[src/design/dcache_pkg.sv]
package dcache_pkg;

    // Cache geometry
    localparam int NUM_WAYS       = 2;
    localparam int WORDS_PER_LINE = 4;
    localparam int OFFSET_BITS    = 4;

    typedef enum logic [1:0] {
        OP_READ,
        OP_WRITE,
        OP_INDEX_INV,
        OP_HIT_INV
    } cpu_op_e;

    typedef enum logic [2:0] {
        IDLE,
        LOOKUP,
        WRITEBACK,
        REFILL,
        COMMIT,
        MAINT,
        DONE
    } ctrl_state_e;

    // Commands applied by the arrays at the next rising edge
    typedef enum logic [1:0] {
        CMD_NONE,
        CMD_STORE,
        CMD_FILL,
        CMD_INVALIDATE
    } array_cmd_e;

endpackage

[src/design/wb_pkg.sv]
package wb_pkg;

    // Wishbone classic bus widths
    localparam int ADR_W = 32;
    localparam int DAT_W = 32;
    localparam int SEL_W = 4;

endpackage

[src/design/dcache_ifs.sv]


interface line_mem_if;
    localparam int LINE_W = dcache_pkg::WORDS_PER_LINE * wb_pkg::DAT_W;

    logic                     req;
    logic                     we;
    logic [wb_pkg::ADR_W-1:0] addr;
    logic [LINE_W-1:0]        wline;
    logic [LINE_W-1:0]        rline;
    logic                     done;

    modport ctrl (output req, we, addr, wline, input rline, done);
    modport port (input req, we, addr, wline, output rline, done);
endinterface

[src/design/wb_line_port.sv]
`timescale 1ns/1ns

module wb_line_port (
    input  logic                     clk,
    input  logic                     rstn,
    line_mem_if.port                 mem,
    output logic                     wb_cyc,
    output logic                     wb_stb,
    output logic                     wb_we,
    output logic [wb_pkg::ADR_W-1:0] wb_adr,
    output logic [wb_pkg::SEL_W-1:0] wb_sel,
    output logic [wb_pkg::DAT_W-1:0] wb_dat_w,
    input  logic [wb_pkg::DAT_W-1:0] wb_dat_r,
    input  logic                     wb_ack
);
    localparam int WORD_IDX_W = $clog2(dcache_pkg::WORDS_PER_LINE);
    localparam int BYTE_BITS  = dcache_pkg::OFFSET_BITS - WORD_IDX_W;
    localparam int LINE_W     = dcache_pkg::WORDS_PER_LINE * wb_pkg::DAT_W;

    typedef enum logic [1:0] {
        P_IDLE,
        P_CYC,
        P_GAP,
        P_DONE
    } port_state_e;

    port_state_e           state_q;
    logic [WORD_IDX_W-1:0] cnt_q;
    logic [LINE_W-1:0]     rline_q;

    assign wb_cyc   = (state_q == P_CYC) || (state_q == P_GAP);
    assign wb_stb   = (state_q == P_CYC);
    assign wb_we    = wb_cyc && mem.we;
    assign wb_adr   = {mem.addr[wb_pkg::ADR_W-1:dcache_pkg::OFFSET_BITS], cnt_q,
                       {BYTE_BITS{1'b0}}};
    assign wb_sel   = {wb_pkg::SEL_W{1'b1}};
    assign wb_dat_w = mem.wline[cnt_q*wb_pkg::DAT_W +: wb_pkg::DAT_W];

    assign mem.done  = (state_q == P_DONE);
    assign mem.rline = rline_q;

    always_ff @(posedge clk) begin
        if (!rstn) begin
            state_q <= P_IDLE;
            cnt_q   <= '0;
        end else begin
            case (state_q)
                P_IDLE: begin
                    if (mem.req) begin
                        state_q <= P_CYC;
                        cnt_q   <= '0;
                    end
                end
                P_CYC: begin
                    if (wb_ack) begin
                        if (cnt_q == WORD_IDX_W'(dcache_pkg::WORDS_PER_LINE - 1)) begin
                            state_q <= P_DONE;
                        end else begin
                            state_q <= P_GAP;
                            cnt_q   <= cnt_q + 1'b1;
                        end
                    end
                end
                P_GAP:   state_q <= P_CYC;
                default: state_q <= P_IDLE;
            endcase
        end
    end

    always_ff @(posedge clk) begin
        if (state_q == P_CYC && wb_ack && !mem.we) begin
            rline_q[cnt_q*wb_pkg::DAT_W +: wb_pkg::DAT_W] <= wb_dat_r;
        end
    end

endmodule

[src/flat_wrapper.sv]
// flat-port wrapper written by rule: the top's interface ports become plain ports
module wb_line_port_flat 
  (clk, rstn, wb_cyc, wb_stb, wb_we, wb_adr, wb_sel, wb_dat_w, wb_dat_r, wb_ack, mem_req, mem_we, mem_addr, mem_wline, mem_rline, mem_done);
  line_mem_if mem_i ();
  input  logic clk;
  input  logic rstn;
  output logic wb_cyc;
  output logic wb_stb;
  output logic wb_we;
  output logic [wb_pkg::ADR_W-1:0] wb_adr;
  output logic [wb_pkg::SEL_W-1:0] wb_sel;
  output logic [wb_pkg::DAT_W-1:0] wb_dat_w;
  input  logic [wb_pkg::DAT_W-1:0] wb_dat_r;
  input  logic wb_ack;
  input wire logic [$bits(mem_i.req)-1:0] mem_req;
  input wire logic [$bits(mem_i.we)-1:0] mem_we;
  input wire logic [$bits(mem_i.addr)-1:0] mem_addr;
  input wire logic [$bits(mem_i.wline)-1:0] mem_wline;
  output wire logic [$bits(mem_i.rline)-1:0] mem_rline;
  output wire logic [$bits(mem_i.done)-1:0] mem_done;
  assign mem_i.req = mem_req;
  assign mem_i.we = mem_we;
  assign mem_i.addr = mem_addr;
  assign mem_i.wline = mem_wline;
  assign mem_rline = mem_i.rline;
  assign mem_done = mem_i.done;
  wb_line_port u_core (.clk(clk), .rstn(rstn), .mem(mem_i), .wb_cyc(wb_cyc), .wb_stb(wb_stb), .wb_we(wb_we), .wb_adr(wb_adr), .wb_sel(wb_sel), .wb_dat_w(wb_dat_w), .wb_dat_r(wb_dat_r), .wb_ack(wb_ack));
endmodule
[config.mk]
export PLATFORM = sky130hd
export DESIGN_NAME = wb_line_port_flat
export DESIGN_NICKNAME = d
export VERILOG_FILES = /design/src/design/dcache_pkg.sv /design/src/design/wb_pkg.sv /design/src/design/dcache_ifs.sv /design/src/design/wb_line_port.sv /design/src/flat_wrapper.sv
export SDC_FILE = /design/constraint.sdc
export NUM_CORES = 1
export LEC_CHECK = 0
export ABC_CLOCK_PERIOD_IN_PS = 2500
export BUFFER_PORTS_ARGS = -buffer_cell sky130_fd_sc_hd__buf_2
export CAP_MARGIN = 0
export CORE_AREA = 2 2 154 156
export DETAILED_ROUTE_END_ITERATION = 10
export DIE_AREA = 0 0 156 158
export GPL_TIMING_DRIVEN = 1
export HOLD_SLACK_MARGIN = 0.15
export PLACE_DENSITY_LB_ADDON = 0.25
export SETUP_SLACK_MARGIN = 0.2
export SLEW_MARGIN = 10
export SYNTH_ARGS = -nofsm -noshare
export SYNTH_HDL_FRONTEND = slang
export SYNTH_SLANG_ARGS = --single-unit
export TNS_END_PERCENT = 10
[constraint.sdc]
create_clock -name clk -period 2.5 [get_ports clk]
set_clock_uncertainty 0.05 [all_clocks]
set_input_delay 0.25 -clock clk [delete_from_list [all_inputs] [get_ports clk]]
set_output_delay 0.25 -clock clk [all_outputs]
set_load 0.01 [all_outputs]
==> run_results.csv, run 1 <==
group,metric,value,unit
power_and_ir_drop,p_leak,4.12,nW
floorplanning,start_util,26.9,%
synth,synth_top_area_share,61.9,%
drt,routed_wl,21.0,mm
final_layout,drive_gt1_share,55.7,%
drt,drt-vias-per-instance,4.36,
timing,hold_viol_final,0,
critical_path,crit_path_end,"wb_dat_w[20]",
synth,netlist_instances,393,
clock_network,worstSkewPairLatency,0.42,ns
clock_network,tritoncts,"yes",
clock_network,cts_resized,0,
floorplanning,dieArea,24600,µm²
clock_network,post_cts_buffers,0,
placement,place.gp.congestion,0.781,
synth,synth_warnings,0,
floorplanning,die_x,156,µm
timing,setup_viol,0,
run,max-cap-violations,0,
floorplanning,coreArea,23100,µm²
drt,routedWlPerCell,20.3,µm
global_routing,antenna_found_initial,1,
status,run_status,"complete, no violations",
floorplanning,num_rows,56,
synth,ys_types,32,
synth,netlist_area,6200,µm²
clock_network,clkSinkCount,132,
clock_network,cts_root_buf,"clkbuf_16",
placement,hpwl,16.1,mm
critical_path,r2r_end,"u_core.mem.rline[13]",
final_layout,area_delta_synth_final,44.2,%
critical_path,startpoint_type,"flop",
critical_path,r2r_cells,4,
synth,ys_top_cells_by_count,"and2_1, edfxtp_1, buf_4",
power_and_ir_drop,pwr-share-seq,39.5,%
power_and_ir_drop,clkPwrFrac,40.8,%
clock_network,clk_pin_slew,0.06,ns
synth,synth_top_area_cell,"edfxtp_1",
power_and_ir_drop,swShare,25.7,%
global_routing,grt_max_degree,41,
timing,hold_slack,0.163,ns
power_and_ir_drop,powerDensity,726,nW/µm²
critical_path,reg2reg_slack,0.44,ns
global_routing,grt_pass1_vias,4543,
clock_network,cts_buffer_depth,2,
synth,ys_seq_elements,132,
clock_network,numCtsBuffers,17,
synth,avgSynthCellArea,15.8,µm²
timing,min_period,2.17,ns
synth,synth_edf_count,128,
synth,synth.most_common_cell,"and2_1",
drt,drt_pass1_iterations,4,
synth,synth_area_leaders,"edfxtp_1, and2_1, mux4_2, buf_4, ha_1",
final_layout,fill_cells,2256,
timing,grt_setup_unrepaired,"false",
drt,drc,0,
drt,postRouteAntennaNets,0,
floorplanning,fp.dieH,158,µm
critical_path,cp-startpoint,"u_core.cnt_q[0]",
drt,num_vias,4526,
synth,seq_area_frac_synth,63.2,%
timing,fin_crit_sh,86.7,%
timing,maxSlewViolCount,0,
power_and_ir_drop,power_switching,1.67,mW
clock_network,cts_max_level,4,
global_routing,grt_use_total,16.7,%
timing,worst_pin_slew,0.706,ns
power_and_ir_drop,internal-power,4.82,mW
timing,slew_headroom,53.0,%
min_path,min_path_type,"input port to flop",
critical_path,critPathRequiredTime,2.20,ns
placement,io_buffers,330,
synth,synthFlopType,"edfxtp_1",
synth,async_reset_ff_share,0,%
critical_path,crit_arrival,1.87,ns
global_routing,grt_pass1_wl,29.7,mm
power_and_ir_drop,vdd_drop_max,0.419,mV
timing,fin_tns_setup,0,ns
critical_path,critical_path_class,"flop to primary output",
critical_path,reg2reg_from,"u_core.cnt_q[0]",
global_routing,grt_overflow_total,0,
drt,drt-initial-drc-count,170,
critical_path,worst-path-max-fanout,40,
floorplanning,pin_count,397,
critical_path,end_kind,"primary output",
power_and_ir_drop,combPwrFrac,19.7,%
timing,fmax,461,MHz
final_layout,nets,943,
-- cells by family (layout without fill, tap and decap cells) --
group,Yosys count,count (layout),synth area share (%)
AOI/OAI and AO/OA,6,6,0.645
adders and majority gates,11,11,2.22
buffers and inverters,56,406,6.09
DFF,132,132,63.2
muxes,34,34,11.9
other,2,7,0.121
and+or+nand+nor,152,152,15.7
-- routing by layer --
layer  GRT usage, %  up-vias  share of wire (%)
li1               -     2066                  -
met1           18.3     2184                 37
met2           31.5      259                 54
met3           5.20       17                8.3
met4           4.02        0                1.0
met5              0        -                  0
-- per-stage QoR --
| step | total power, mW | cells | setup slack [ns] | util (%) | cell area (µm²) |
|---|---|---|---|---|---|
| after floorplan | 3.42 | 397 | 0.197 | - | 6220 |
| after global placement | 3.89 | 975 | 0.377 | 34.7 | 8010 |
| after detailed placement | 3.90 | 975 | 0.366 | 34.7 | 8010 |
| after CTS | 6.58 | 1037 | 0.288 | 38.8 | 8950 |
| after global routing | 6.76 | 1037 | 0.239 | 38.8 | 8950 |
| final | 6.49 | 1038 | 0.332 | 38.8 | 8950 |
-- placed cells by master (no fill, tap or decap), drive strengths merged, types with 2 or more instances in the layout --
cell type,n
o21ai,2
nor2,2
a211oi,2
ha,11
nand2,3
clkbuf,17
nand2b,2
buf,340
edfxtp,128
mux4,32
dlygate4sd3,31
clkinv,6
inv,8
and2,133
mux2i,2
nor2b,2
dfxtp,4
nor3b,2
bufinv,4
nand3,2
conb,6
nor3,2
a21boi,2
-- registers in the layout, summed over array words and instances (netlist names) --
register and count:
u_core.mem.rline 128, u_core.cnt_q 2, u_core.state_q 2
-- worst min-delay path by stage --
stage	depth (start not counted)	startpoint	endpoint
2_1_floorplan	2	rstn	u_core.cnt_q[0]
3_3_place_gp	0	mem_addr[29]	wb_adr[29]
3_5_place_dp	0	mem_addr[29]	wb_adr[29]
4_1_cts	2	wb_dat_r[17]	u_core.mem.rline[113]
5_1_grt	2	wb_dat_r[15]	u_core.mem.rline[15]
6_report	2	wb_dat_r[17]	u_core.mem.rline[113]
-- worst max-delay path, stage by stage, from the launching register on --
cell and delay [ns]:
dfxtp_2 0.36, buf_12 0.27, mux4_2 0.61, buf_2 0.17
-- final cells by class --
cell class	count	area (µm²)	area share, %
Clock inverter	14	200	2.24
Clock buffer	17	425	4.75
Multi-Input combinational cell	209	1930	21.6
Timing Repair Buffer	371	2090	23.3
Tap cell	290	363	4.05
Antenna cell	1	2.50	0.0280
Inverter	4	15.0	0.168
Sequential cell	132	3930	43.9
-- power by group through the flow --
stage	Clock [mW]	Sequential (mW)	Combinational, mW
floorplan	0	2.63	0.785
global placement	0	2.61	1.28
detailed placement	0	2.61	1.29
CTS	2.69	2.56	1.33
global route	2.80	2.57	1.39
finish	2.65	2.56	1.28
-- what timing repair did --
item | 4_1_cts | 5_1_grt
hold buffers | 31 | 0
hold endpoints to repair | 124 | 0
setup endpoints to repair | 0 | 0
Note: power is estimated with default switching activity, not from simulation.
==> run 2: changes to the inputs <==
--- a/config.mk
+++ b/config.mk
@@ -17,3 +17,2 @@
 export SETUP_SLACK_MARGIN = 0.2
-export SLEW_MARGIN = 10
 export SYNTH_ARGS = -nofsm -noshare
==> constraint.sdc (replaced) <==
create_clock -name clk -period 2.5 [get_ports clk]
set_clock_uncertainty 0.05 [all_clocks]
set_input_delay 0 -clock clk [delete_from_list [all_inputs] [get_ports clk]]
set_output_delay 0 -clock clk [all_outputs]
set_load 0.01 [all_outputs]
==> run_results.csv, run 2 (same netlist as run 1, synthesis figures left out) <==
group,metric,value,unit
final_layout,final_common_cell,"buf_2",
power_and_ir_drop,clkPwrFrac,40.3,%
critical_path,path_depth,4,
clock_network,cts_root_buf,"clkbuf_16",
critical_path,startpoint_type,"flop",
clock_network,tritoncts,"yes",
timing,maxSlewViolCount,0,
drt,num_vias,4633,
status,run_status,"complete, no violations",
run,max-cap-violations,0,
critical_path,critical_path.max_stage_delay,0.60,ns
critical_path,critical_path_class,"flop to primary output",
timing,slew_headroom,53.5,%
critical_path,slowest_stage,"mux4_2",
power_and_ir_drop,pwr-share-seq,39.2,%
timing,grt_setup_unrepaired,"true",
placement,placed_cells,975,
timing,fmax,456,MHz
min_path,min_path_type,"input port to flop",
clock_network,clk_pin_slew,0.06,ns
timing,setup_viol,0,
power_and_ir_drop,swShare,25.7,%
global_routing,antenna_found_initial,5,
placement,hpwl,16.0,mm
min_path,whs_path_depth,4,
power_and_ir_drop,vdd_drop_max,0.452,mV
floorplanning,dieArea,24600,µm²
floorplanning,coreArea,23100,µm²
clock_network,cts_buffer_depth,2,
placement,post_dp_cell_area,8000,µm²
critical_path,end_kind,"primary output",
drt,drt_pass1_iterations,4,
power_and_ir_drop,internal-power,4.86,mW
timing,hold_viol_final,0,
critical_path,critPathRequiredTime,2.45,ns
floorplanning,fp.dieH,158,µm
critical_path,critical_path_buf_inv_count,3,
final_layout,nets,977,
final_layout,area_delta_synth_final,49.8,%
clock_network,worstSkewPairLatency,0.42,ns
critical_path,crit_arrival,2.14,ns
drt,drt-initial-drc-count,206,
drt,postRouteAntennaNets,0,
floorplanning,pin_count,397,
final_layout,fill_cells,2226,
power_and_ir_drop,combPwrFrac,20.5,%
drt,routed_wl,21.2,mm
critical_path,cp_top_family,"buffers and inverters",
global_routing,grt_overflow_total,0,
clock_network,numCtsBuffers,17,
power_and_ir_drop,p_leak,4.26,nW
final_layout,mostFrequentLayoutCells,"buf_2, and2_1, edfxtp_1, dlygate4sd3_1, mux4_2",
placement,io_buffers,330,
drt,routedWlPerCell,19.8,µm
critical_path,r2r_cells,6,
clock_network,post_cts_buffers,0,
critical_path,worst-path-max-fanout,22,
floorplanning,die_x,156,µm
global_routing,grt_max_degree,35,
drt,drc,0,
global_routing,grt_pass1_vias,4731,
final_layout,fin_cells,1075,
clock_network,cts_max_level,4,
final_layout,largest_register_ffs,128,
timing,fin_crit_sh,87.7,%
timing,min_period,2.19,ns
clock_network,clkSinkCount,132,
critical_path,worstPathCellList,"buf_4 > buf_8 > mux4_2 > buf_2",
global_routing,grt_use_total,16.9,%
placement,place.gp.congestion,0.778,
drt,drt-vias-per-instance,4.31,
global_routing,grt_pass1_wl,30.0,mm
timing,worst_pin_slew,0.697,ns
final_layout,stdcell_area,9300,µm²
floorplanning,num_rows,56,
timing,fin_tns_setup,0,ns
floorplanning,start_util,26.9,%
power_and_ir_drop,powerDensity,703,nW/µm²
power_and_ir_drop,power_switching,1.68,mW
final_layout,drive_gt1_share,53.4,%
## run 2: final timing paths
path                      from                  end  slack, ns
max            u_core.cnt_q[0]         wb_dat_w[20]       0.31
min                     mem_we  u_core.mem.rline[0]       0.25
max reg2reg    u_core.cnt_q[0]      u_core.cnt_q[1]       0.34
min reg2reg  u_core.state_q[1]    u_core.state_q[1]       0.47
## run 2: stage by stage
stage / setup WS, ns / utilization (%) / hold slack, ns / power [mW]
floorplan: 0.197 / - / 0.0418 / 3.42
global placement: 0.440 / 34.7 / -0.0499 / 3.87
detailed placement: 0.431 / 34.7 / -0.0499 / 3.87
CTS: 0.223 / 40.3 / 0.242 / 6.63
global route: 0.171 / 40.3 / 0.265 / 6.84
finish: 0.308 / 40.3 / 0.247 / 6.54
## run 2: routing by layer
layer	global-route usage, %	share of wire [%]	vias to the layer above
met2	30.7	53	267
met3	4.76	7.5	27
met1	18.4	37	2192
met5	0	0	-
li1	-	-	2147
met4	7.34	2.5	0
## run 2: timing repair
| action | in CTS | in global routing |
|---|---|---|
| pin swaps | 0 | 0 |
| hold buffers | 65 | 0 |
| gates resized for setup | 2 | 1 |
| endpoints found under the hold margin | 160 | 0 |
| endpoints found under the setup margin | 22 | 3 |
## run 2: power by group through the flow
stage               clock [mW]  combinational (mW)  sequential, mW
detailed placement           0                1.26            2.61
finish                    2.64                1.34            2.56
global route              2.78                1.49            2.57
CTS                       2.70                1.37            2.56
global placement             0                1.26            2.61
floorplan                    0               0.785            2.63
## run 2: layout make-up
cell class,instances,area [µm²],area share [%]
Timing Repair Buffer,405,2420,26.1
Antenna cell,4,10.0,0.108
Sequential cell,132,3930,42.2
Clock inverter,14,200,2.15
Multi-Input combinational cell,209,1930,20.8
Inverter,4,15.0,0.162
Clock buffer,17,425,4.58
Tap cell,290,363,3.90
## run 2: tightest hold or removal path: stages
cell and delay [ns]:
buf_2 0.08, nor2_1 0.06, and2_2 0.21, buf_12 0.17
==> run 3: changes to the inputs <==
- BUFFER_PORTS_ARGS: -buffer_cell sky130_fd_sc_hd__buf_2 -> default
- CELL_PAD_IN_SITES_DETAIL_PLACEMENT: default -> 0
- CELL_PAD_IN_SITES_GLOBAL_PLACEMENT: default -> 1
- DONT_BUFFER_PORTS: default -> 1
==> run_results.csv, run 3 (same netlist as run 1, synthesis figures left out) <==
group,metric,value,unit
drt,postRouteAntennaNets,0,
global_routing,grt_max_degree,38,
clock_network,tritoncts,"yes",
clock_network,clk_pin_slew,0.06,ns
placement,place.gp.congestion,0.793,
run,max-cap-violations,0,
timing,setup_viol,0,
global_routing,antenna_found_initial,9,
final_layout,largest_register_ffs,128,
timing,hold_viol_final,0,
clock_network,cts_max_level,4,
critical_path,r2r_cells,4,
placement,place_ws,0.309,ns
drt,routed_wl,19.0,mm
timing,grt_setup_unrepaired,"true",
power_and_ir_drop,p_leak,2.81,nW
critical_path,slowest_stage,"mux4_2",
final_layout,stdcell_area,7670,µm²
critical_path,critical_path.max_stage_delay,0.70,ns
critical_path,end_kind,"primary output",
drt,num_vias,3414,
placement,post_dp_cell_area,6380,µm²
critical_path,worst-path-max-fanout,35,
floorplanning,coreArea,23100,µm²
drt,drt_pass1_iterations,4,
clock_network,cts_resized,0,
power_and_ir_drop,powerDensity,817,nW/µm²
timing,fmax,461,MHz
drt,drc,0,
critical_path,crit_arrival,2.12,ns
timing,slew_headroom,50.6,%
critical_path,critPathRequiredTime,2.45,ns
min_path,whs_path_depth,2,
clock_network,clkSinkCount,132,
final_layout,mostFrequentLayoutCells,"and2_1, edfxtp_1, dlygate4sd3_1, mux4_2, clkbuf_16",
final_layout,nets,648,
global_routing,grt_pass1_wl,25.6,mm
status,run_status,"complete, no violations",
floorplanning,num_rows,56,
final_layout,area_delta_synth_final,23.6,%
floorplanning,dieArea,24600,µm²
drt,drt-vias-per-instance,4.57,
floorplanning,start_util,26.9,%
placement,hpwl,14.3,mm
floorplanning,pin_count,397,
drt,drt-initial-drc-count,172,
floorplanning,die_x,156,µm
placement,io_buffers,0,
final_layout,final_common_cell,"and2_1",
timing,fin_crit_sh,86.8,%
power_and_ir_drop,vdd_drop_max,0.423,mV
global_routing,grt_use_total,14.8,%
power_and_ir_drop,p_total,6.26,mW
floorplanning,fp.dieH,158,µm
global_routing,grt_overflow_total,0,
timing,maxSlewViolCount,0,
timing,layout_setup_ws,0.329,ns
timing,fin_tns_setup,0,ns
drt,routedWlPerCell,25.4,µm
critical_path,critical_path_class,"flop to primary output",
min_path,min_path_type,"input port to flop",
critical_path,startpoint_type,"flop",
timing,worst_pin_slew,0.741,ns
global_routing,grt_pass1_vias,3494,
final_layout,drive_gt1_share,19.2,%
clock_network,cts_buffer_depth,2,
clock_network,numCtsBuffers,17,
clock_network,worstSkewPairLatency,0.41,ns
timing,min_period,2.17,ns
critical_path,worstPathCellList,"buf_4 > mux4_2",
clock_network,cts_root_buf,"clkbuf_16",
run 3: area by class of cell:
class | instances | area, µm²
multi-input cells | 209 | 1930
well taps | 290 | 363
clock buffers | 18 | 429
fillers | 2246 | 15400
inverters | 4 | 15.0
diodes | 4 | 10.0
repair buffers | 76 | 796
clock inverters | 14 | 201
flip-flops and latches | 132 | 3930
run 3: critical path: cells and delay by family, from the launching register on:
family   cells  cell delay [ns]
flops        1             0.41
mux          1             0.70
buf+inv      1             0.56
run 3: per-stage QoR:
step / std cells / utilization (%) / hold slack (ns)
finish: 747 / 33.3 / 0.158
global route: 747 / 33.3 / 0.185
CTS: 743 / 33.2 / 0.162
detailed placement: 646 / 27.7 / -0.0498
global placement: 646 / 27.7 / -0.0498
floorplan: 397 / - / 0.0418
run 3: where the power goes:
group	switching, mW	internal, mW
clock	0.950	1.68
combinational	0.579	0.452
sequential	0.0592	2.54
total	1.59	4.68
run 3: path summary, 6_finish.rpt:
| check | from | end | slack [ns] |
|---|---|---|---|
| worst min register to register | u_core.state_q[0] | u_core.state_q[0] | 0.52 |
| worst max register to register | u_core.cnt_q[0] | u_core.mem.rline[18] | 0.35 |
| worst max-delay path | u_core.cnt_q[0] | wb_dat_w[19] | 0.33 |
| worst min-delay path | mem_we | u_core.mem.rline[100] | 0.16 |
run 3: routing by layer:
| layer | vias up | wire length [µm] | GRT usage, % |
|---|---|---|---|
| li1 | 1490 | - | - |
| met1 | 1642 | 6700 | 15.4 |
| met2 | 247 | 9980 | 26.0 |
| met3 | 25 | 1880 | 7.04 |
| met4 | 10 | 367 | 5.50 |
| met5 | - | 64 | 0 |
run 3: timing repair:
item	in CTS	in global routing
setup buffers	0	0
endpoints found under the setup margin	0	3
endpoints found under the hold margin	161	0
hold buffers	65	0
