<file path="src/design/dcache_pkg.sv">
package dcache_pkg;

    // Cache geometry
    localparam int NUM_WAYS       = 2;
    localparam int WORDS_PER_LINE = 4;
    localparam int OFFSET_BITS    = 4;

    typedef enum logic [1:0] {
        OP_READ,
        OP_WRITE,
        OP_INDEX_INV,
        OP_HIT_INV
    } cpu_op_e;

    typedef enum logic [2:0] {
        IDLE,
        LOOKUP,
        WRITEBACK,
        REFILL,
        COMMIT,
        MAINT,
        DONE
    } ctrl_state_e;

    // Commands applied by the arrays at the next rising edge
    typedef enum logic [1:0] {
        CMD_NONE,
        CMD_STORE,
        CMD_FILL,
        CMD_INVALIDATE
    } array_cmd_e;

endpackage

</file>
<file path="src/design/wb_pkg.sv">
package wb_pkg;

    // Wishbone classic bus widths
    localparam int ADR_W = 32;
    localparam int DAT_W = 32;
    localparam int SEL_W = 4;

endpackage

</file>
<file path="src/design/dcache_ifs.sv">
`timescale 1ns/1ns

interface array_if;
    localparam int LINE_W = dcache_pkg::WORDS_PER_LINE * wb_pkg::DAT_W;

    logic [wb_pkg::ADR_W-1:0] addr;
    dcache_pkg::array_cmd_e   cmd;
    logic                     way;
    logic [wb_pkg::DAT_W-1:0] wdata;
    logic [wb_pkg::SEL_W-1:0] wstrb;
    logic [LINE_W-1:0]        fill_line;
    logic                     fill_dirty;

    logic                     hit;
    logic                     hit_way;
    logic [wb_pkg::DAT_W-1:0] rdata;
    // victim_way is the replacement pick while the other victim fields describe the line in way
    logic                     victim_way;
    logic                     victim_valid;
    logic                     victim_dirty;
    logic [wb_pkg::ADR_W-1:0] victim_addr;
    logic [LINE_W-1:0]        victim_line;

    modport ctrl (
        output addr, cmd, way, wdata, wstrb, fill_line, fill_dirty,
        input  hit, hit_way, rdata, victim_way, victim_valid, victim_dirty,
        input  victim_addr, victim_line
    );

    modport store (
        input  addr, cmd, way, wdata, wstrb, fill_line, fill_dirty,
        output hit, hit_way, rdata, victim_way, victim_valid, victim_dirty,
        output victim_addr, victim_line
    );
endinterface

interface line_mem_if;
    localparam int LINE_W = dcache_pkg::WORDS_PER_LINE * wb_pkg::DAT_W;

    logic                     req;
    logic                     we;
    logic [wb_pkg::ADR_W-1:0] addr;
    logic [LINE_W-1:0]        wline;
    logic [LINE_W-1:0]        rline;
    logic                     done;

    modport ctrl (output req, we, addr, wline, input rline, done);
    modport port (input req, we, addr, wline, output rline, done);
endinterface

</file>
<file path="src/design/dcache_ctrl.sv">
`timescale 1ns/1ns

module dcache_ctrl #(
    parameter int NUM_SETS = 16
) (
    input  logic                     clk,
    input  logic                     rstn,
    input  logic                     cpu_req,
    input  dcache_pkg::cpu_op_e      cpu_op,
    input  logic [wb_pkg::ADR_W-1:0] cpu_addr,
    input  logic [wb_pkg::DAT_W-1:0] cpu_wdata,
    input  logic [wb_pkg::SEL_W-1:0] cpu_wstrb,
    output logic                     cpu_ready,
    output logic                     cpu_done,
    output logic [wb_pkg::DAT_W-1:0] cpu_rdata,
    array_if.ctrl                    arr,
    line_mem_if.ctrl                 mem
);
    localparam int INDEX_BITS = $clog2(NUM_SETS);
    localparam int TAG_LSB    = dcache_pkg::OFFSET_BITS + INDEX_BITS;
    localparam int WORD_IDX_W = $clog2(dcache_pkg::WORDS_PER_LINE);
    localparam int BYTE_BITS  = dcache_pkg::OFFSET_BITS - WORD_IDX_W;
    localparam int LINE_W     = dcache_pkg::WORDS_PER_LINE * wb_pkg::DAT_W;
    localparam int BYTE_W     = wb_pkg::DAT_W / wb_pkg::SEL_W;

    dcache_pkg::ctrl_state_e  state_q, state_d;
    logic                     up_q;
    logic                     accept;

    // Buffered request
    dcache_pkg::cpu_op_e      op_q;
    logic [wb_pkg::ADR_W-1:0] addr_q;
    logic [wb_pkg::DAT_W-1:0] wdata_q;
    logic [wb_pkg::SEL_W-1:0] wstrb_q;

    logic                     way_q;
    logic                     sel_way;
    logic                     maint_valid;
    logic [LINE_W-1:0]        line_q;
    logic [LINE_W-1:0]        merged_line;
    logic                     mem_req_q;
    logic                     mem_we_q;
    logic [WORD_IDX_W-1:0]    word_idx;
    logic [wb_pkg::ADR_W-1:0] refill_addr;

    function automatic logic is_maint(dcache_pkg::cpu_op_e op);
        return op == dcache_pkg::OP_INDEX_INV || op == dcache_pkg::OP_HIT_INV;
    endfunction

    assign word_idx    = addr_q[dcache_pkg::OFFSET_BITS-1:BYTE_BITS];
    assign refill_addr = {addr_q[wb_pkg::ADR_W-1:TAG_LSB],
                          addr_q[TAG_LSB-1:dcache_pkg::OFFSET_BITS],
                          {dcache_pkg::OFFSET_BITS{1'b0}}};

    // Index invalidate names its way with address bit 0
    assign sel_way     = (op_q == dcache_pkg::OP_INDEX_INV) ? addr_q[0] : arr.hit_way;
    assign maint_valid = (op_q == dcache_pkg::OP_INDEX_INV) ? arr.victim_valid : arr.hit;

    // Store data merged into the refilled line
    always_comb begin
        merged_line = line_q;
        if (op_q == dcache_pkg::OP_WRITE) begin
            for (int b = 0; b < wb_pkg::SEL_W; b++) begin
                if (wstrb_q[b]) begin
                    merged_line[word_idx*wb_pkg::DAT_W + b*BYTE_W +: BYTE_W] =
                        wdata_q[b*BYTE_W +: BYTE_W];
                end
            end
        end
    end

    assign arr.addr       = addr_q;
    assign arr.wdata      = wdata_q;
    assign arr.wstrb      = wstrb_q;
    assign arr.fill_line  = merged_line;
    assign arr.fill_dirty = (op_q == dcache_pkg::OP_WRITE);

    assign mem.req   = mem_req_q;
    assign mem.we    = mem_we_q;
    assign mem.addr  = (state_q == dcache_pkg::WRITEBACK) ? arr.victim_addr : refill_addr;
    assign mem.wline = arr.victim_line;

    assign cpu_rdata = (state_q == dcache_pkg::LOOKUP) ? arr.rdata :
                       line_q[word_idx*wb_pkg::DAT_W +: wb_pkg::DAT_W];

    always_comb begin
        state_d   = state_q;
        cpu_ready = 1'b0;
        cpu_done  = 1'b0;
        accept    = 1'b0;
        arr.cmd   = dcache_pkg::CMD_NONE;
        arr.way   = way_q;
        case (state_q)
            dcache_pkg::IDLE: begin
                cpu_ready = up_q;
                if (cpu_req && up_q) begin
                    accept  = 1'b1;
                    state_d = is_maint(cpu_op) ? dcache_pkg::MAINT : dcache_pkg::LOOKUP;
                end
            end
            dcache_pkg::LOOKUP: begin
                if (arr.hit) begin
                    cpu_done = 1'b1;
                    arr.way  = arr.hit_way;
                    if (op_q == dcache_pkg::OP_WRITE) begin
                        arr.cmd = dcache_pkg::CMD_STORE;
                        state_d = dcache_pkg::IDLE;
                    end else begin
                        // Read hits take the next request straight away
                        cpu_ready = 1'b1;
                        if (cpu_req) begin
                            accept  = 1'b1;
                            state_d = is_maint(cpu_op) ? dcache_pkg::MAINT : dcache_pkg::LOOKUP;
                        end else begin
                            state_d = dcache_pkg::IDLE;
                        end
                    end
                end else begin
                    arr.way = arr.victim_way;
                    if (arr.victim_valid && arr.victim_dirty) begin
                        state_d = dcache_pkg::WRITEBACK;
                    end else begin
                        state_d = dcache_pkg::REFILL;
                    end
                end
            end
            dcache_pkg::WRITEBACK: begin
                if (mem.done) begin
                    if (is_maint(op_q)) begin
                        arr.cmd = dcache_pkg::CMD_INVALIDATE;
                        state_d = dcache_pkg::DONE;
                    end else begin
                        state_d = dcache_pkg::REFILL;
                    end
                end
            end
            dcache_pkg::REFILL: begin
                if (mem.done) begin
                    state_d = dcache_pkg::COMMIT;
                end
            end
            dcache_pkg::COMMIT: begin
                arr.cmd = dcache_pkg::CMD_FILL;
                state_d = dcache_pkg::DONE;
            end
            dcache_pkg::MAINT: begin
                arr.way = sel_way;
                if (maint_valid && arr.victim_dirty) begin
                    state_d = dcache_pkg::WRITEBACK;
                end else begin
                    if (maint_valid) begin
                        arr.cmd = dcache_pkg::CMD_INVALIDATE;
                    end
                    state_d = dcache_pkg::DONE;
                end
            end
            dcache_pkg::DONE: begin
                cpu_done = 1'b1;
                state_d  = dcache_pkg::IDLE;
            end
            default: state_d = dcache_pkg::IDLE;
        endcase
    end

    always_ff @(posedge clk) begin
        if (!rstn) begin
            state_q   <= dcache_pkg::IDLE;
            up_q      <= 1'b0;
            mem_req_q <= 1'b0;
            mem_we_q  <= 1'b0;
        end else begin
            state_q <= state_d;
            up_q    <= 1'b1;
            // One line request per bus state until done
            if (mem.done) begin
                mem_req_q <= 1'b0;
            end else if ((state_d == dcache_pkg::WRITEBACK || state_d == dcache_pkg::REFILL)
                         && !mem_req_q) begin
                mem_req_q <= 1'b1;
                mem_we_q  <= (state_d == dcache_pkg::WRITEBACK);
            end
        end
    end

    always_ff @(posedge clk) begin
        if (accept) begin
            op_q    <= cpu_op;
            addr_q  <= cpu_addr;
            wdata_q <= cpu_wdata;
            wstrb_q <= cpu_wstrb;
        end
        if (state_q == dcache_pkg::LOOKUP && !arr.hit) begin
            way_q <= arr.victim_way;
        end
        if (state_q == dcache_pkg::MAINT) begin
            way_q <= sel_way;
        end
        if (state_q == dcache_pkg::REFILL && mem.done) begin
            line_q <= mem.rline;
        end
    end

endmodule

</file>
<file path="src/flat_wrapper.sv">
// flat-port wrapper written by rule: the top's interface ports become plain ports
module dcache_ctrl_flat 
#(
    parameter int NUM_SETS = 16
)
  (clk, rstn, cpu_req, cpu_op, cpu_addr, cpu_wdata, cpu_wstrb, cpu_ready, cpu_done, cpu_rdata, arr_addr, arr_cmd, arr_way, arr_wdata, arr_wstrb, arr_fill_line, arr_fill_dirty, arr_hit, arr_hit_way, arr_rdata, arr_victim_way, arr_victim_valid, arr_victim_dirty, arr_victim_addr, arr_victim_line, mem_req, mem_we, mem_addr, mem_wline, mem_rline, mem_done);
  array_if arr_i ();
  line_mem_if mem_i ();
  input  logic clk;
  input  logic rstn;
  input  logic cpu_req;
  input  dcache_pkg::cpu_op_e cpu_op;
  input  logic [wb_pkg::ADR_W-1:0] cpu_addr;
  input  logic [wb_pkg::DAT_W-1:0] cpu_wdata;
  input  logic [wb_pkg::SEL_W-1:0] cpu_wstrb;
  output logic cpu_ready;
  output logic cpu_done;
  output logic [wb_pkg::DAT_W-1:0] cpu_rdata;
  output wire logic [$bits(arr_i.addr)-1:0] arr_addr;
  output wire logic [$bits(arr_i.cmd)-1:0] arr_cmd;
  output wire logic [$bits(arr_i.way)-1:0] arr_way;
  output wire logic [$bits(arr_i.wdata)-1:0] arr_wdata;
  output wire logic [$bits(arr_i.wstrb)-1:0] arr_wstrb;
  output wire logic [$bits(arr_i.fill_line)-1:0] arr_fill_line;
  output wire logic [$bits(arr_i.fill_dirty)-1:0] arr_fill_dirty;
  input wire logic [$bits(arr_i.hit)-1:0] arr_hit;
  input wire logic [$bits(arr_i.hit_way)-1:0] arr_hit_way;
  input wire logic [$bits(arr_i.rdata)-1:0] arr_rdata;
  input wire logic [$bits(arr_i.victim_way)-1:0] arr_victim_way;
  input wire logic [$bits(arr_i.victim_valid)-1:0] arr_victim_valid;
  input wire logic [$bits(arr_i.victim_dirty)-1:0] arr_victim_dirty;
  input wire logic [$bits(arr_i.victim_addr)-1:0] arr_victim_addr;
  input wire logic [$bits(arr_i.victim_line)-1:0] arr_victim_line;
  output wire logic [$bits(mem_i.req)-1:0] mem_req;
  output wire logic [$bits(mem_i.we)-1:0] mem_we;
  output wire logic [$bits(mem_i.addr)-1:0] mem_addr;
  output wire logic [$bits(mem_i.wline)-1:0] mem_wline;
  input wire logic [$bits(mem_i.rline)-1:0] mem_rline;
  input wire logic [$bits(mem_i.done)-1:0] mem_done;
  assign arr_addr = arr_i.addr;
  assign arr_cmd = arr_i.cmd;
  assign arr_way = arr_i.way;
  assign arr_wdata = arr_i.wdata;
  assign arr_wstrb = arr_i.wstrb;
  assign arr_fill_line = arr_i.fill_line;
  assign arr_fill_dirty = arr_i.fill_dirty;
  assign arr_i.hit = arr_hit;
  assign arr_i.hit_way = arr_hit_way;
  assign arr_i.rdata = arr_rdata;
  assign arr_i.victim_way = arr_victim_way;
  assign arr_i.victim_valid = arr_victim_valid;
  assign arr_i.victim_dirty = arr_victim_dirty;
  assign arr_i.victim_addr = arr_victim_addr;
  assign arr_i.victim_line = arr_victim_line;
  assign mem_req = mem_i.req;
  assign mem_we = mem_i.we;
  assign mem_addr = mem_i.addr;
  assign mem_wline = mem_i.wline;
  assign mem_i.rline = mem_rline;
  assign mem_i.done = mem_done;
  dcache_ctrl #(.NUM_SETS(NUM_SETS)) u_core (.clk(clk), .rstn(rstn), .cpu_req(cpu_req), .cpu_op(cpu_op), .cpu_addr(cpu_addr), .cpu_wdata(cpu_wdata), .cpu_wstrb(cpu_wstrb), .cpu_ready(cpu_ready), .cpu_done(cpu_done), .cpu_rdata(cpu_rdata), .arr(arr_i), .mem(mem_i));
endmodule
</file>
<file path="config.mk">
export PLATFORM = sky130hd
export DESIGN_NAME = dcache_ctrl_flat
export DESIGN_NICKNAME = d
export VERILOG_FILES = /design/src/design/dcache_pkg.sv /design/src/design/wb_pkg.sv /design/src/design/dcache_ifs.sv /design/src/design/dcache_ctrl.sv /design/src/flat_wrapper.sv
export SDC_FILE = /design/constraint.sdc
export NUM_CORES = 1
export LEC_CHECK = 0
export ABC_CLOCK_PERIOD_IN_PS = 21100
export BUFFER_PORTS_ARGS = -buffer_cell sky130_fd_sc_hd__clkbuf_2
export CAP_MARGIN = 20
export CELL_PAD_IN_SITES_DETAIL_PLACEMENT = 1
export CELL_PAD_IN_SITES_GLOBAL_PLACEMENT = 1
export CORE_AREA = 2 2 310 312
export DETAILED_ROUTE_END_ITERATION = 7
export DIE_AREA = 0 0 312 314
export HOLD_SLACK_MARGIN = 0.03
export PLACE_DENSITY = 0.46
export RECOVER_POWER = 100
export SLEW_MARGIN = 30
export SYNTH_ARGS = -nofsm -noshare
export SYNTH_HDL_FRONTEND = slang
export SYNTH_SLANG_ARGS = --single-unit
</file>
<file path="constraint.sdc">
create_clock -name clk -period 21.1 [get_ports clk]
set_clock_uncertainty 0.2 [all_clocks]
set_input_delay 2.11 -clock clk [delete_from_list [all_inputs] [get_ports clk]]
set_output_delay 2.11 -clock clk [all_outputs]
set_load 0.01 [all_outputs]
</file>
==> reports/qor.yml, run 1 <==
status: "finished, violations left"
violations: "capacitance limit, slew limit"
clock_path_buffers: 3
wl_met3_um: 7160
first_global_vias: 9876
clk_pin_slew_worst_paths_ns: 0.06
dieArea_sq_um: 98000
area_delta_synth_final_pct: 36.0
crit_top_cell: "clkbuf_1"
yosysSeqAreaShare: 0.561
synth_cell_types: 49
tns_ns: 0
top_layer_used: "met5"
wl_met1_um: 23200
holdPathEnd: "u_core.mem.we"
min_period_ns: 8.57
hold_start: "u_core.mem.we"
clkLatencyLatePin_ns: 0.62
hold_viol_final: 0
hpwl_um: 58200
synth.avg_cell_area_sq_um: 11.7
start_util: 0.115
htree_levels: 1
dr.pass1.iters: 5
post-cts-setup-buffers: 0
reg2reg_depth: 5
drc: 0
drt_iter0_markers: 388
port_buffers: 538
clock-sinks: 205
pre_cts_ws_ns: 15.70
crit_type: "flip-flop to output pin"
cpLargestDelayFamily: "buffers and inverters"
netlist_area_sq_um: 10900
synth-seq-cells: 205
ctsHoldBuffers: 0
numCtsBuffers: 29
avgRoutedWirePerCell_um: 26.4
grt_use_total: 0.135
synth_edf_count: 199
synth_ff_type: "edfxtp_1"
num_vias: 9173
grt_pass1_wl_um: 90600
via_per_inst: 3.49
path_buf_inv: 4
std_cell_rows: 113
arrival_ns: 6.26
crit_fanout: 23
r2r_setup_slack_ns: 14.19
cp.required_ns: 18.79
core_sq_um: 94400
worstSetupEndpointType: "output pin"
antenna_found_initial: 8
fin_area_sq_um: 14800
power_density_nw_per_um2: 81.3
maxCapViolCount: 10
synth_nets: 1335
relSlewSlack: -1.30
hold_path_class: "flip-flop to flip-flop"
synthArstFlopShare: 0
slew_violations: 293
timing.rr.start: "u_core.op_q[0]"
postRouteAntennaNets: 0
p_leak_nw: 5.29
place.gp.congestion: 0.997
placed_cell_area_sq_um: 14200
fin_nets: 1747
startpoint_type: "flip-flop"
grt_overflow: 0
cts-resized-gates: 0
drive_gt1_frac: 0.311
yosys_warnings: 0
fill_cells: 11263
io_pins: 795
r2r_end: "u_core.arr.addr[5]"
wl_met2_um: 35300
finalWorstSetupSlack_ns: 12.53
ir_drop_v: 0.0000600
finalSetupViolCount: 0
rsz0062_at_grt: "no"
grt_max_degree: 53
period_share: 0.406
die_h_um: 314
crit_path_top_delay_cell: "clkbuf_1"
die_x_um: 312
worst_pin_slew_ns: 3.45
cts-root-buf: "clkbuf_16"
max_freq_mhz: 117
crit_chain: "clkbuf_1 > clkbuf_1 > nor2_1 > clkbuf_1 > nand2_1 > o21ai_1 > clkbuf_1"
finalWirelength_um: 69600
cts_tree: "built"
netlist_instances: 931
cp_slowest_stage_delay_ns: 1.67
min_path_cells: 3
## tightest hold or removal path, stage by stage (launching register included)
cell      delay, ns
dfxtp_1        0.31
inv_1          0.05
a31o_1         0.08
a21boi_0       0.07
## cells in the mapped netlist (3+ instances only)
cell / n / area share
a22o_1: 8 / 0.0064
nand3_1: 17 / 0.0078
nor2_1: 8 / 0.0028
dfxtp_1: 6 / 0.011
buf_4: 130 / 0.090
mux2_2: 32 / 0.033
and2_1: 6 / 0.0035
nand2_1: 248 / 0.086
inv_2: 3 / 0.0010
ha_1: 5 / 0.0058
a21oi_1: 3 / 0.0014
nor3b_1: 3 / 0.0021
mux4_2: 32 / 0.066
buf_2: 14 / 0.0064
nand2b_1: 3 / 0.0017
o21ai_1: 124 / 0.057
clkbuf_1: 23 / 0.0079
mux2_1: 29 / 0.030
buf_1: 4 / 0.0014
edfxtp_1: 199 / 0.55
## final cells by class
cell class                 count  area [sq um]  share of cell area
tap                         1265          1580               0.107
clock inverter                22           284              0.0192
inverter                       5          18.8             0.00127
multi-input combinational    549          3590               0.243
clock buffer                  32           737              0.0499
timing repair buffer         553          2460               0.167
sequential                   205          6100               0.413
antenna                        1          2.50            0.000169
## through the flow
step	cells	utilization	power, mW	hold WS [ns]
3_3_place_gp	2574	0.150	0.683	0.341
5_1_grt	2631	0.156	1.25	0.393
4_1_cts	2630	0.161	1.24	0.368
2_1_floorplan	931	-	0.605	0.365
6_report	2632	0.156	1.20	0.362
3_5_place_dp	2576	0.150	0.687	0.359
## kinds of logic after synthesis
family / Yosys count / synth area share
and+or+nand+nor: 301 / 0.117
muxes: 94 / 0.130
AOI/OAI and AO/OA: 149 / 0.0775
adders and majority gates: 5 / 0.00576
DFF: 205 / 0.561
buffers and inverters: 177 / 0.108
## state kept, by name, indices dropped and copies added (netlist names)
| register | flops |
|---|---|
| u_core.line_q | 128 |
| u_core.arr.addr | 32 |
| u_core.arr.wdata | 32 |
| u_core.arr.wstrb | 4 |
| u_core.state_q | 3 |
| u_core.op_q | 2 |
| u_core.mem.req | 1 |
| u_core.mem.we | 1 |
| u_core.up_q | 1 |
| u_core.way_q | 1 |
## layout by cell type (no fill, tap or decap), types with 3 or more instances in the layout
cell,count
clkbuf_2,294
clkbuf_1,257
nand2_1,248
edfxtp_1,199
o21ai_1,81
o21ai_0,45
mux4_2,32
mux2_2,31
mux2_1,30
clkbuf_16,29
nand3_1,14
a22o_1,8
nor2_1,7
clkinv_1,6
bufinv_16,6
dfxtp_1,6
and2_1,5
ha_1,5
buf_4,5
nand3_2,4
clkinv_2,4
nand2b_1,3
nor2_4,3
inv_2,3
nor3b_1,3
a21oi_1,3
## power by group
group | internal [mW] | total [mW] | leakage [nW] | switching, mW
clock network | 0.326 | 0.540 | 0.494 | 0.214
logic | 0.0668 | 0.175 | 2.93 | 0.108
registers | 0.468 | 0.487 | 1.86 | 0.0189
total | 0.861 | 1.20 | 5.29 | 0.341
## worst max path at each step
| stage | startpoint | end | slack, ns | cells after the start |
|---|---|---|---|---|
| final | u_core.arr.addr[2] | arr_fill_line[24] | 12.53 | 7 |
| after global routing | u_core.arr.addr[2] | arr_fill_line[24] | 11.52 | 7 |
| after CTS | u_core.arr.addr[3] | arr_fill_line[82] | 15.00 | 5 |
| after detailed placement | u_core.arr.addr[3] | arr_fill_line[82] | 15.70 | 5 |
| after global placement | u_core.arr.addr[3] | arr_fill_line[27] | 15.55 | 6 |
| after floorplan | mem_done | u_core.line_q[0] | 12.79 | 2 |
## routing by layer
layer	vias up	GRT usage
met4	6	0.0650
met2	544	0.245
li1	4041	-
met5	-	0
met1	4484	0.130
met3	98	0.0583
(Power assumes the default switching activity.)
==> run 2, diff against run 1 <==
--- a/config.mk
+++ b/config.mk
@@ -5,16 +5,17 @@
 export SDC_FILE = /design/constraint.sdc
 export NUM_CORES = 1
 export LEC_CHECK = 0
-export ABC_CLOCK_PERIOD_IN_PS = 21100
+export ABC_AREA = 1
+export ABC_CLOCK_PERIOD_IN_PS = 8500
 export BUFFER_PORTS_ARGS = -buffer_cell sky130_fd_sc_hd__clkbuf_2
 export CAP_MARGIN = 20
 export CELL_PAD_IN_SITES_DETAIL_PLACEMENT = 1
 export CELL_PAD_IN_SITES_GLOBAL_PLACEMENT = 1
-export CORE_AREA = 2 2 310 312
+export CORE_AREA = 2 2 307 309
 export DETAILED_ROUTE_END_ITERATION = 7
-export DIE_AREA = 0 0 312 314
+export DIE_AREA = 0 0 309 311
 export HOLD_SLACK_MARGIN = 0.03
-export PLACE_DENSITY = 0.46
+export PLACE_DENSITY = 0.48
 export RECOVER_POWER = 100
 export SLEW_MARGIN = 30
 export SYNTH_ARGS = -nofsm -noshare
==> constraint.sdc (replaced) <==
create_clock -name clk -period 8.5 [get_ports clk]
set_clock_uncertainty 0.2 [all_clocks]
set_input_delay 0.85 -clock clk [delete_from_list [all_inputs] [get_ports clk]]
set_output_delay 0.85 -clock clk [all_outputs]
set_load 0.01 [all_outputs]
==> run 2 against run 1 <==
Effect of this change:
- clock power increased by 120%
- critical path type unchanged
- the flow still finishes with violations (capacitance limit, slew limit)
- sequential share of layout area decreased by 0.19 points
- worst setup slack got worse by 10 ns
- highest routed layer unchanged
- sequential cell count unchanged
==> reports/qor.yml, run 2 <==
status: "finished, violations left"  # unchanged
violations: "capacitance limit, slew limit"  # unchanged
combPwrFrac: 0.208  # was 0.145
start_util: 0.122  # was 0.115
arrival_ns: 5.09  # was 6.26 ns
drive_gt1_frac: 0.211  # was 0.311
numCtsBuffers: 29  # unchanged
worst_pin_slew_ns: 3.96  # was 3.45 ns
place.gp.congestion: 0.928  # was 0.997
clkLatencyLatePin_ns: 0.63  # was 0.62 ns
hold_viol_final: 0  # unchanged
worstSetupEndpointType: "output pin"  # unchanged
dr.pass1.iters: 5  # unchanged
finalSetupViolCount: 0  # unchanged
reg2reg_depth: 4  # was 5
hold_path_class: "input pin to flip-flop"  # was flip-flop to flip-flop
power_density_nw_per_um2: 206  # was 81.3 nW/um^2
fin_nets: 1989  # was 1747
hpwl_um: 62500  # was 58200 um
yosysTopAreaCellShare: 0.529  # was 0.550
max_freq_mhz: 163
tns_ns: 0  # unchanged
ir_drop_v: 0.000160  # was 0.0000600 V
finalPower_mw: 3.06  # was 1.20 mW
crit_fanout: 41  # was 23
drc: 0  # unchanged
r2r_setup_slack_ns: 2.38  # was 14.19 ns
port_buffers: 538  # unchanged
r2r_end: "u_core.line_q[15]"  # was u_core.arr.addr[5]
power_frac_seq: 0.403  # was 0.405
post-cts-setup-buffers: 0  # unchanged
p_leak_nw: 5.48  # was 5.29 nW
cts_tree: "built"  # unchanged
grt_overflow: 0  # unchanged
synthArstFlopShare: 0  # unchanged
yosys_warnings: 0  # unchanged
synth_cell_types: 37  # was 49
path_buf_inv: 3  # was 4
switching_share: 0.346  # was 0.284
final_cell_mix: "clkbuf_2, clkbuf_1, o21ai_0"  # was clkbuf_2, clkbuf_1, nand2_1
clock_path_buffers: 3  # unchanged
num_vias: 11003  # was 9173
finalWirelength_um: 79300  # was 69600 um
synth.avg_cell_area_sq_um: 9.42  # was 11.7 sq um
crit_top_cell: "clkbuf_1"  # unchanged
die_x_um: 309  # was 312 um
relSlewSlack: -1.64  # was -1.30
via_per_inst: 3.84  # was 3.49
htree_levels: 1  # unchanged
cts-resized-gates: 0  # unchanged
io_pins: 795  # unchanged
first_global_vias: 11490  # was 9876
largest_reg_flops: 128  # unchanged
drt_iter0_markers: 603  # was 388
crit_type: "flip-flop to output pin"  # unchanged
min_period_ns: 6.14
crit_path_top_delay_cell: "clkbuf_1"  # unchanged
largest-register: "u_core.line_q"  # unchanged
synth_top_cells_by_area: "edfxtp_1, o21ai_0, buf_4"  # was edfxtp_1, buf_4, nand2_1
startpoint_type: "flip-flop"  # unchanged
final_common_cell: "clkbuf_2"  # unchanged
cpLargestDelayFamily: "buffers and inverters"  # unchanged
grt_max_degree: 120  # was 53
cp.required_ns: 7.45  # was 18.79 ns
holdPathEnd: "u_core.line_q[32]"  # was u_core.mem.we
clock-sinks: 205  # unchanged
rsz0062_at_grt: "no"  # unchanged
p_int_mw: 2.00  # was 0.861 mW
min_path_cells: 1  # was 3
final_core_util: 0.160  # was 0.156
core_sq_um: 92800  # was 94400 sq um
synth_common_cells: "edfxtp_1, o21ai_0, nand2_1"  # was nand2_1, edfxtp_1, buf_4
yosysSeqAreaShare: 0.539  # was 0.561
period_share: 0.722
clk_pin_slew_worst_paths_ns: 0.07  # was 0.06 ns
p_clk_frac: 0.389  # was 0.450
cp_slowest_stage_delay_ns: 2.33  # was 1.67 ns
maxCapViolCount: 9  # was 10
p_switching_mw: 1.06  # was 0.341 mW
postRouteAntennaNets: 0  # unchanged
grt_pass1_wl_um: 104000  # was 90600 um
synth_ff_type: "edfxtp_1"  # unchanged
die_h_um: 311  # was 314 um
timing.rr.start: "u_core.state_q[2]"  # was u_core.op_q[0]
crit_chain: "clkbuf_1 > clkbuf_1 > a21oi_1 > o21ai_0 > a31oi_1 > clkbuf_1"  # was clkbuf_1 > clkbuf_1 > nor2_1 > clkbuf_1 > nand2_1 > o21ai_1 > clkbuf_1
hold_start: "mem_rline[32]"  # was u_core.mem.we
synth_edf_count: 199  # unchanged
area_delta_synth_final_pct: 31.3  # was 36.0%
antenna_found_initial: 9  # was 8
netlist_instances: 1200  # was 931
netlist_area_sq_um: 11300  # was 10900 sq um
slew_violations: 356  # was 293
avgRoutedWirePerCell_um: 27.7  # was 26.4 um
synth_top_area_cell: "edfxtp_1"  # unchanged
synth_nets: 1604  # was 1335
std_cell_rows: 112  # was 113
grt_use_total: 0.157  # was 0.135
dieArea_sq_um: 96100  # was 98000 sq um
ctsHoldBuffers: 0  # unchanged
cts-root-buf: "clkbuf_16"  # unchanged
synth-seq-cells: 205  # unchanged
-- run 2: cell types whose count changed after synthesis, sizes merged, moves of 62 or more --
| cell | previous run | this run |
|---|---|---|
| nand2 | 248 | 169 |
| nand4 | 1 | 88 |
| a21oi | 3 | 67 |
| nor2 | 10 | 72 |
| inv | 5 | 105 |
| o21ai | 126 | 214 |
-- run 2: worst max path at each step --
stage,to,cells past startpoint,slack (ns),start
6_report,cpu_rdata[20],6,2.36,u_core.arr.addr[3]
5_1_grt,u_core.line_q[79],4,1.79,u_core.state_q[2]
4_1_cts,arr_fill_line[89],9,3.53,u_core.arr.addr[2]
3_5_place_dp,arr_fill_line[70],9,4.23,u_core.arr.addr[2]
3_3_place_gp,arr_fill_line[94],7,4.28,u_core.arr.addr[2]
2_1_floorplan,u_core.mem.req,7,4.25,mem_done
-- run 2: metal layers --
layer  vias to the layer above  part of all wire  track usage
met1                      5357              0.34        0.161
met2                       589              0.49        0.274
li1                       4907                 -            -
met5                         -           0.00055      0.00303
met4                         6             0.058       0.0783
met3                       144              0.11       0.0660
-- run 2: layout make-up --
type	instances	area [sq um]
repair buffers	554	2470
multi-input cells	689	3420
inverters	106	407
clock buffers	34	744
diodes	4	10.0
fillers	11236	77900
flip-flops and latches	205	6100
clock inverters	16	125
well taps	1254	1570
-- run 2: power by group through the flow --
stage	Sequential, mW	Combinational [mW]	Clock, mW
finish	1.23	0.638	1.19
global route	1.24	0.701	1.26
CTS	1.23	0.690	1.25
detailed placement	1.25	0.687	0
global placement	1.25	0.685	0
floorplan	1.24	0.374	0
-- run 2: cells by family (layout without fill, tap and decap cells) --
kind of cell             Yosys count  after routing  share of synthesized area
flip-flops                       205            205                      0.539
adder cells (fa/ha/maj)            5              5                    0.00554
AO/OA/AOI/OAI                    334            334                      0.155
buffers and inverters            306            710                      0.153
multiplexers                       1              1                   0.000886
other                              0              4                          0
AND/OR/NAND/NOR                  349            349                      0.146
-- run 2: metrics by stage --
stage	cells	setup WS, ns	area, sq um	hold WS (ns)
floorplan	1200	4.25	11300	0.320
global placement	2808	4.28	14400	0.295
detailed placement	2808	4.23	14400	0.314
CTS	2858	3.53	15300	0.129
global route	2858	1.79	14800	0.147
finish	2862	2.36	14800	0.188
==> run 3, diff against run 2 <==
--- a/config.mk
+++ b/config.mk
@@ -5,17 +5,17 @@
 export SDC_FILE = /design/constraint.sdc
 export NUM_CORES = 1
 export LEC_CHECK = 0
-export ABC_AREA = 1
-export ABC_CLOCK_PERIOD_IN_PS = 8500
+export ABC_AREA = 0
+export ABC_CLOCK_PERIOD_IN_PS = 5700
 export BUFFER_PORTS_ARGS = -buffer_cell sky130_fd_sc_hd__clkbuf_2
 export CAP_MARGIN = 20
 export CELL_PAD_IN_SITES_DETAIL_PLACEMENT = 1
 export CELL_PAD_IN_SITES_GLOBAL_PLACEMENT = 1
-export CORE_AREA = 2 2 307 309
+export CORE_AREA = 2 2 310 312
 export DETAILED_ROUTE_END_ITERATION = 7
-export DIE_AREA = 0 0 309 311
+export DIE_AREA = 0 0 312 314
 export HOLD_SLACK_MARGIN = 0.03
-export PLACE_DENSITY = 0.48
+export PLACE_DENSITY = 0.46
 export RECOVER_POWER = 100
 export SLEW_MARGIN = 30
 export SYNTH_ARGS = -nofsm -noshare
==> constraint.sdc (replaced) <==
create_clock -name clk -period 5.7 [get_ports clk]
set_clock_uncertainty 0.2 [all_clocks]
set_input_delay 0.57 -clock clk [delete_from_list [all_inputs] [get_ports clk]]
set_output_delay 0.57 -clock clk [all_outputs]
set_load 0.01 [all_outputs]
==> run 3 against run 2 <==
Effect of this change:
- the run still ends with capacitance limit, slew limit left
- cell area increased by 14%
- clock power increased by 62%
- combinational power increased by 23%
- hold slack got worse by 0.095 ns
- sequential share of layout area decreased by 4.9 points
- global-route usage decreased by 1.6 points
- routed wire length decreased by 8.2%
- first-iteration DRC count decreased by 31%
- core utilization increased by 1.8 points
- register-to-register slack got worse by 1.4 ns
- sequential cell count unchanged
- power increased by 48%
- critical endpoint is now arr_fill_line[23]
==> reports/qor.yml, run 3 (synthesis gave the netlist of run 1 again) <==
power_density_nw_per_um2: 268  # was 206 nW/um^2
clkLatencyLatePin_ns: 0.60  # was 0.63 ns
worst_pin_slew_ns: 2.57  # was 3.96 ns
num_vias: 9922  # was 11003
drt_iter0_markers: 415  # was 603
clock-sinks: 205  # unchanged
min_period_ns: 5.01
post-cts-setup-buffers: 0  # unchanged
maxCapViolCount: 8  # was 9
postRouteAntennaNets: 0  # unchanged
finalWirelength_um: 72800  # was 79300 um
p_leak_nw: 6.27  # was 5.48 nW
max_freq_mhz: 199
crit_fanout: 34  # was 41
multi_input_area_sq_um: 3600  # was 3420 sq um
drive_gt1_frac: 0.300  # was 0.211
ir_drop_v: 0.000224  # was 0.000160 V
drc: 0  # unchanged
violations: "capacitance limit, slew limit"  # unchanged
clk_pin_slew_worst_paths_ns: 0.06  # was 0.07 ns
grt_util_met2: 0.266  # was 0.274
crit_top_cell: "clkbuf_2"  # was clkbuf_1
via_per_inst: 3.50  # was 3.84
cts_tree: "built"  # unchanged
finalPower_mw: 4.51  # was 3.06 mW
crit_type: "flip-flop to output pin"  # unchanged
start_util: 0.115  # was 0.122
cp.required_ns: 4.93  # was 7.45 ns
port_buffers: 538  # unchanged
grt_pass1_wl_um: 95700  # was 104000 um
gr-usage-met3: 0.0630  # was 0.0660
holdWs_ns: 0.0929  # was 0.188 ns
arrival_ns: 4.24  # was 5.09 ns
worstSetupEndpointType: "output pin"  # unchanged
cp_slowest_stage_delay_ns: 1.15  # was 2.33 ns
slew_violations: 251  # was 356
relSlewSlack: -0.712  # was -1.64
dieArea_sq_um: 98000  # was 96100 sq um
first_global_vias: 10909  # was 11490
final_core_util: 0.178  # was 0.160
period_share: 0.880
rsz0062_at_grt: "no"  # unchanged
antenna_found_initial: 14  # was 9
hpwl_um: 59500  # was 62500 um
final_common_cell: "clkbuf_2"  # unchanged
final_cell_mix: "clkbuf_2, nand2_1, clkbuf_1"  # was clkbuf_2, clkbuf_1, o21ai_0
startpoint_type: "flip-flop"  # unchanged
clock_path_buffers: 3  # unchanged
dr.pass1.iters: 4  # was 5
largest-register: "u_core.line_q"  # unchanged
largest_reg_flops: 128  # unchanged
std_cell_rows: 113  # was 112
core_sq_um: 94400  # was 92800 sq um
cpLargestDelayFamily: "buffers and inverters"  # unchanged
die_h_um: 314  # was 311 um
grt_max_degree: 81  # was 120
crit_chain: "clkbuf_2 > nor2_2 > buf_4 > nand2_1 > o21ai_0 > clkbuf_2"  # was clkbuf_1 > clkbuf_1 > a21oi_1 > o21ai_0 > a31oi_1 > clkbuf_1
finalSetupViolCount: 0  # unchanged
top_usage_layer: "met2"  # unchanged
avgRoutedWirePerCell_um: 25.7  # was 27.7 um
die_x_um: 312  # was 309 um
fin_nets: 1947  # was 1989
place.gp.congestion: 1.02  # was 0.928
grt_overflow: 0  # unchanged
numCtsBuffers: 29  # unchanged
hold_viol_final: 0  # unchanged
cts-root-buf: "clkbuf_16"  # unchanged
grt_use_total: 0.141  # was 0.157
fill_cells: 11208  # was 11236
area_delta_synth_final_pct: 55.1  # was 31.3%
htree_levels: 1  # unchanged
met1_usage: 0.130  # was 0.161
tns_ns: 0  # unchanged
path_buf_inv: 3  # unchanged
hold_path_class: "input pin to flip-flop"  # unchanged
crit_path_top_delay_cell: "nor2_2"  # was clkbuf_1
status: "finished, violations left"  # unchanged
register_area_sq_um: 6100  # unchanged
io_pins: 795  # unchanged
run 3: layer usage:
| layer | part of all wire | routed length [um] | vias to the layer above |
|---|---|---|---|
| met5 | 0.00080 | 58 | - |
| met4 | 0.053 | 3890 | 10 |
| met2 | 0.53 | 38300 | 563 |
| met3 | 0.10 | 7400 | 122 |
| li1 | - | - | 4451 |
| met1 | 0.32 | 23100 | 4776 |
run 3: layout make-up:
class,instances,area share
well taps,1265,0.0939
flip-flops and latches,205,0.362
multi-input cells,549,0.213
inverters,5,0.00111
repair buffers,753,0.270
diodes,5,0.000742
clock buffers,39,0.0471
clock inverters,15,0.0115
run 3: worst paths after layout:
check	from	endpoint	slack [ns]	cells after the start
hold / removal	cpu_req	u_core.state_q[0]	0.09	3
setup / recovery	u_core.arr.addr[3]	arr_fill_line[23]	0.69	6
setup reg to reg	u_core.state_q[1]	u_core.line_q[83]	0.98	3
hold reg to reg	u_core.mem.we	u_core.mem.we	0.36	3
run 3: stage by stage:
step / cells / setup slack, ns / instance area (sq um)
final: 2836 / 0.685 / 16900
after global routing: 2831 / 0.518 / 16800
after CTS: 2831 / 0.976 / 17200
after detailed placement: 2576 / 1.66 / 14200
after global placement: 2573 / 1.38 / 14100
after floorplan: 931 / 0.983 / 10900
run 3: timing repair:
item	in CTS	in global routing
resized for setup	0	0
endpoints found under the hold margin	205	0
hold buffers	201	0
run 3: report_power, final:
group / internal [mW] / total, mW / switching, mW / leakage (nW)
combinational: 0.345 / 0.785 / 0.440 / 3.94
sequential: 1.73 / 1.80 / 0.0699 / 1.86
clock: 1.16 / 1.93 / 0.772 / 0.475
run 3: worst reg2reg max path: stages (launching register included):
cell	delay, ns
dfxtp_1	0.51
or2b_1	0.32
nor2_1	1.32
clkbuf_2	1.76
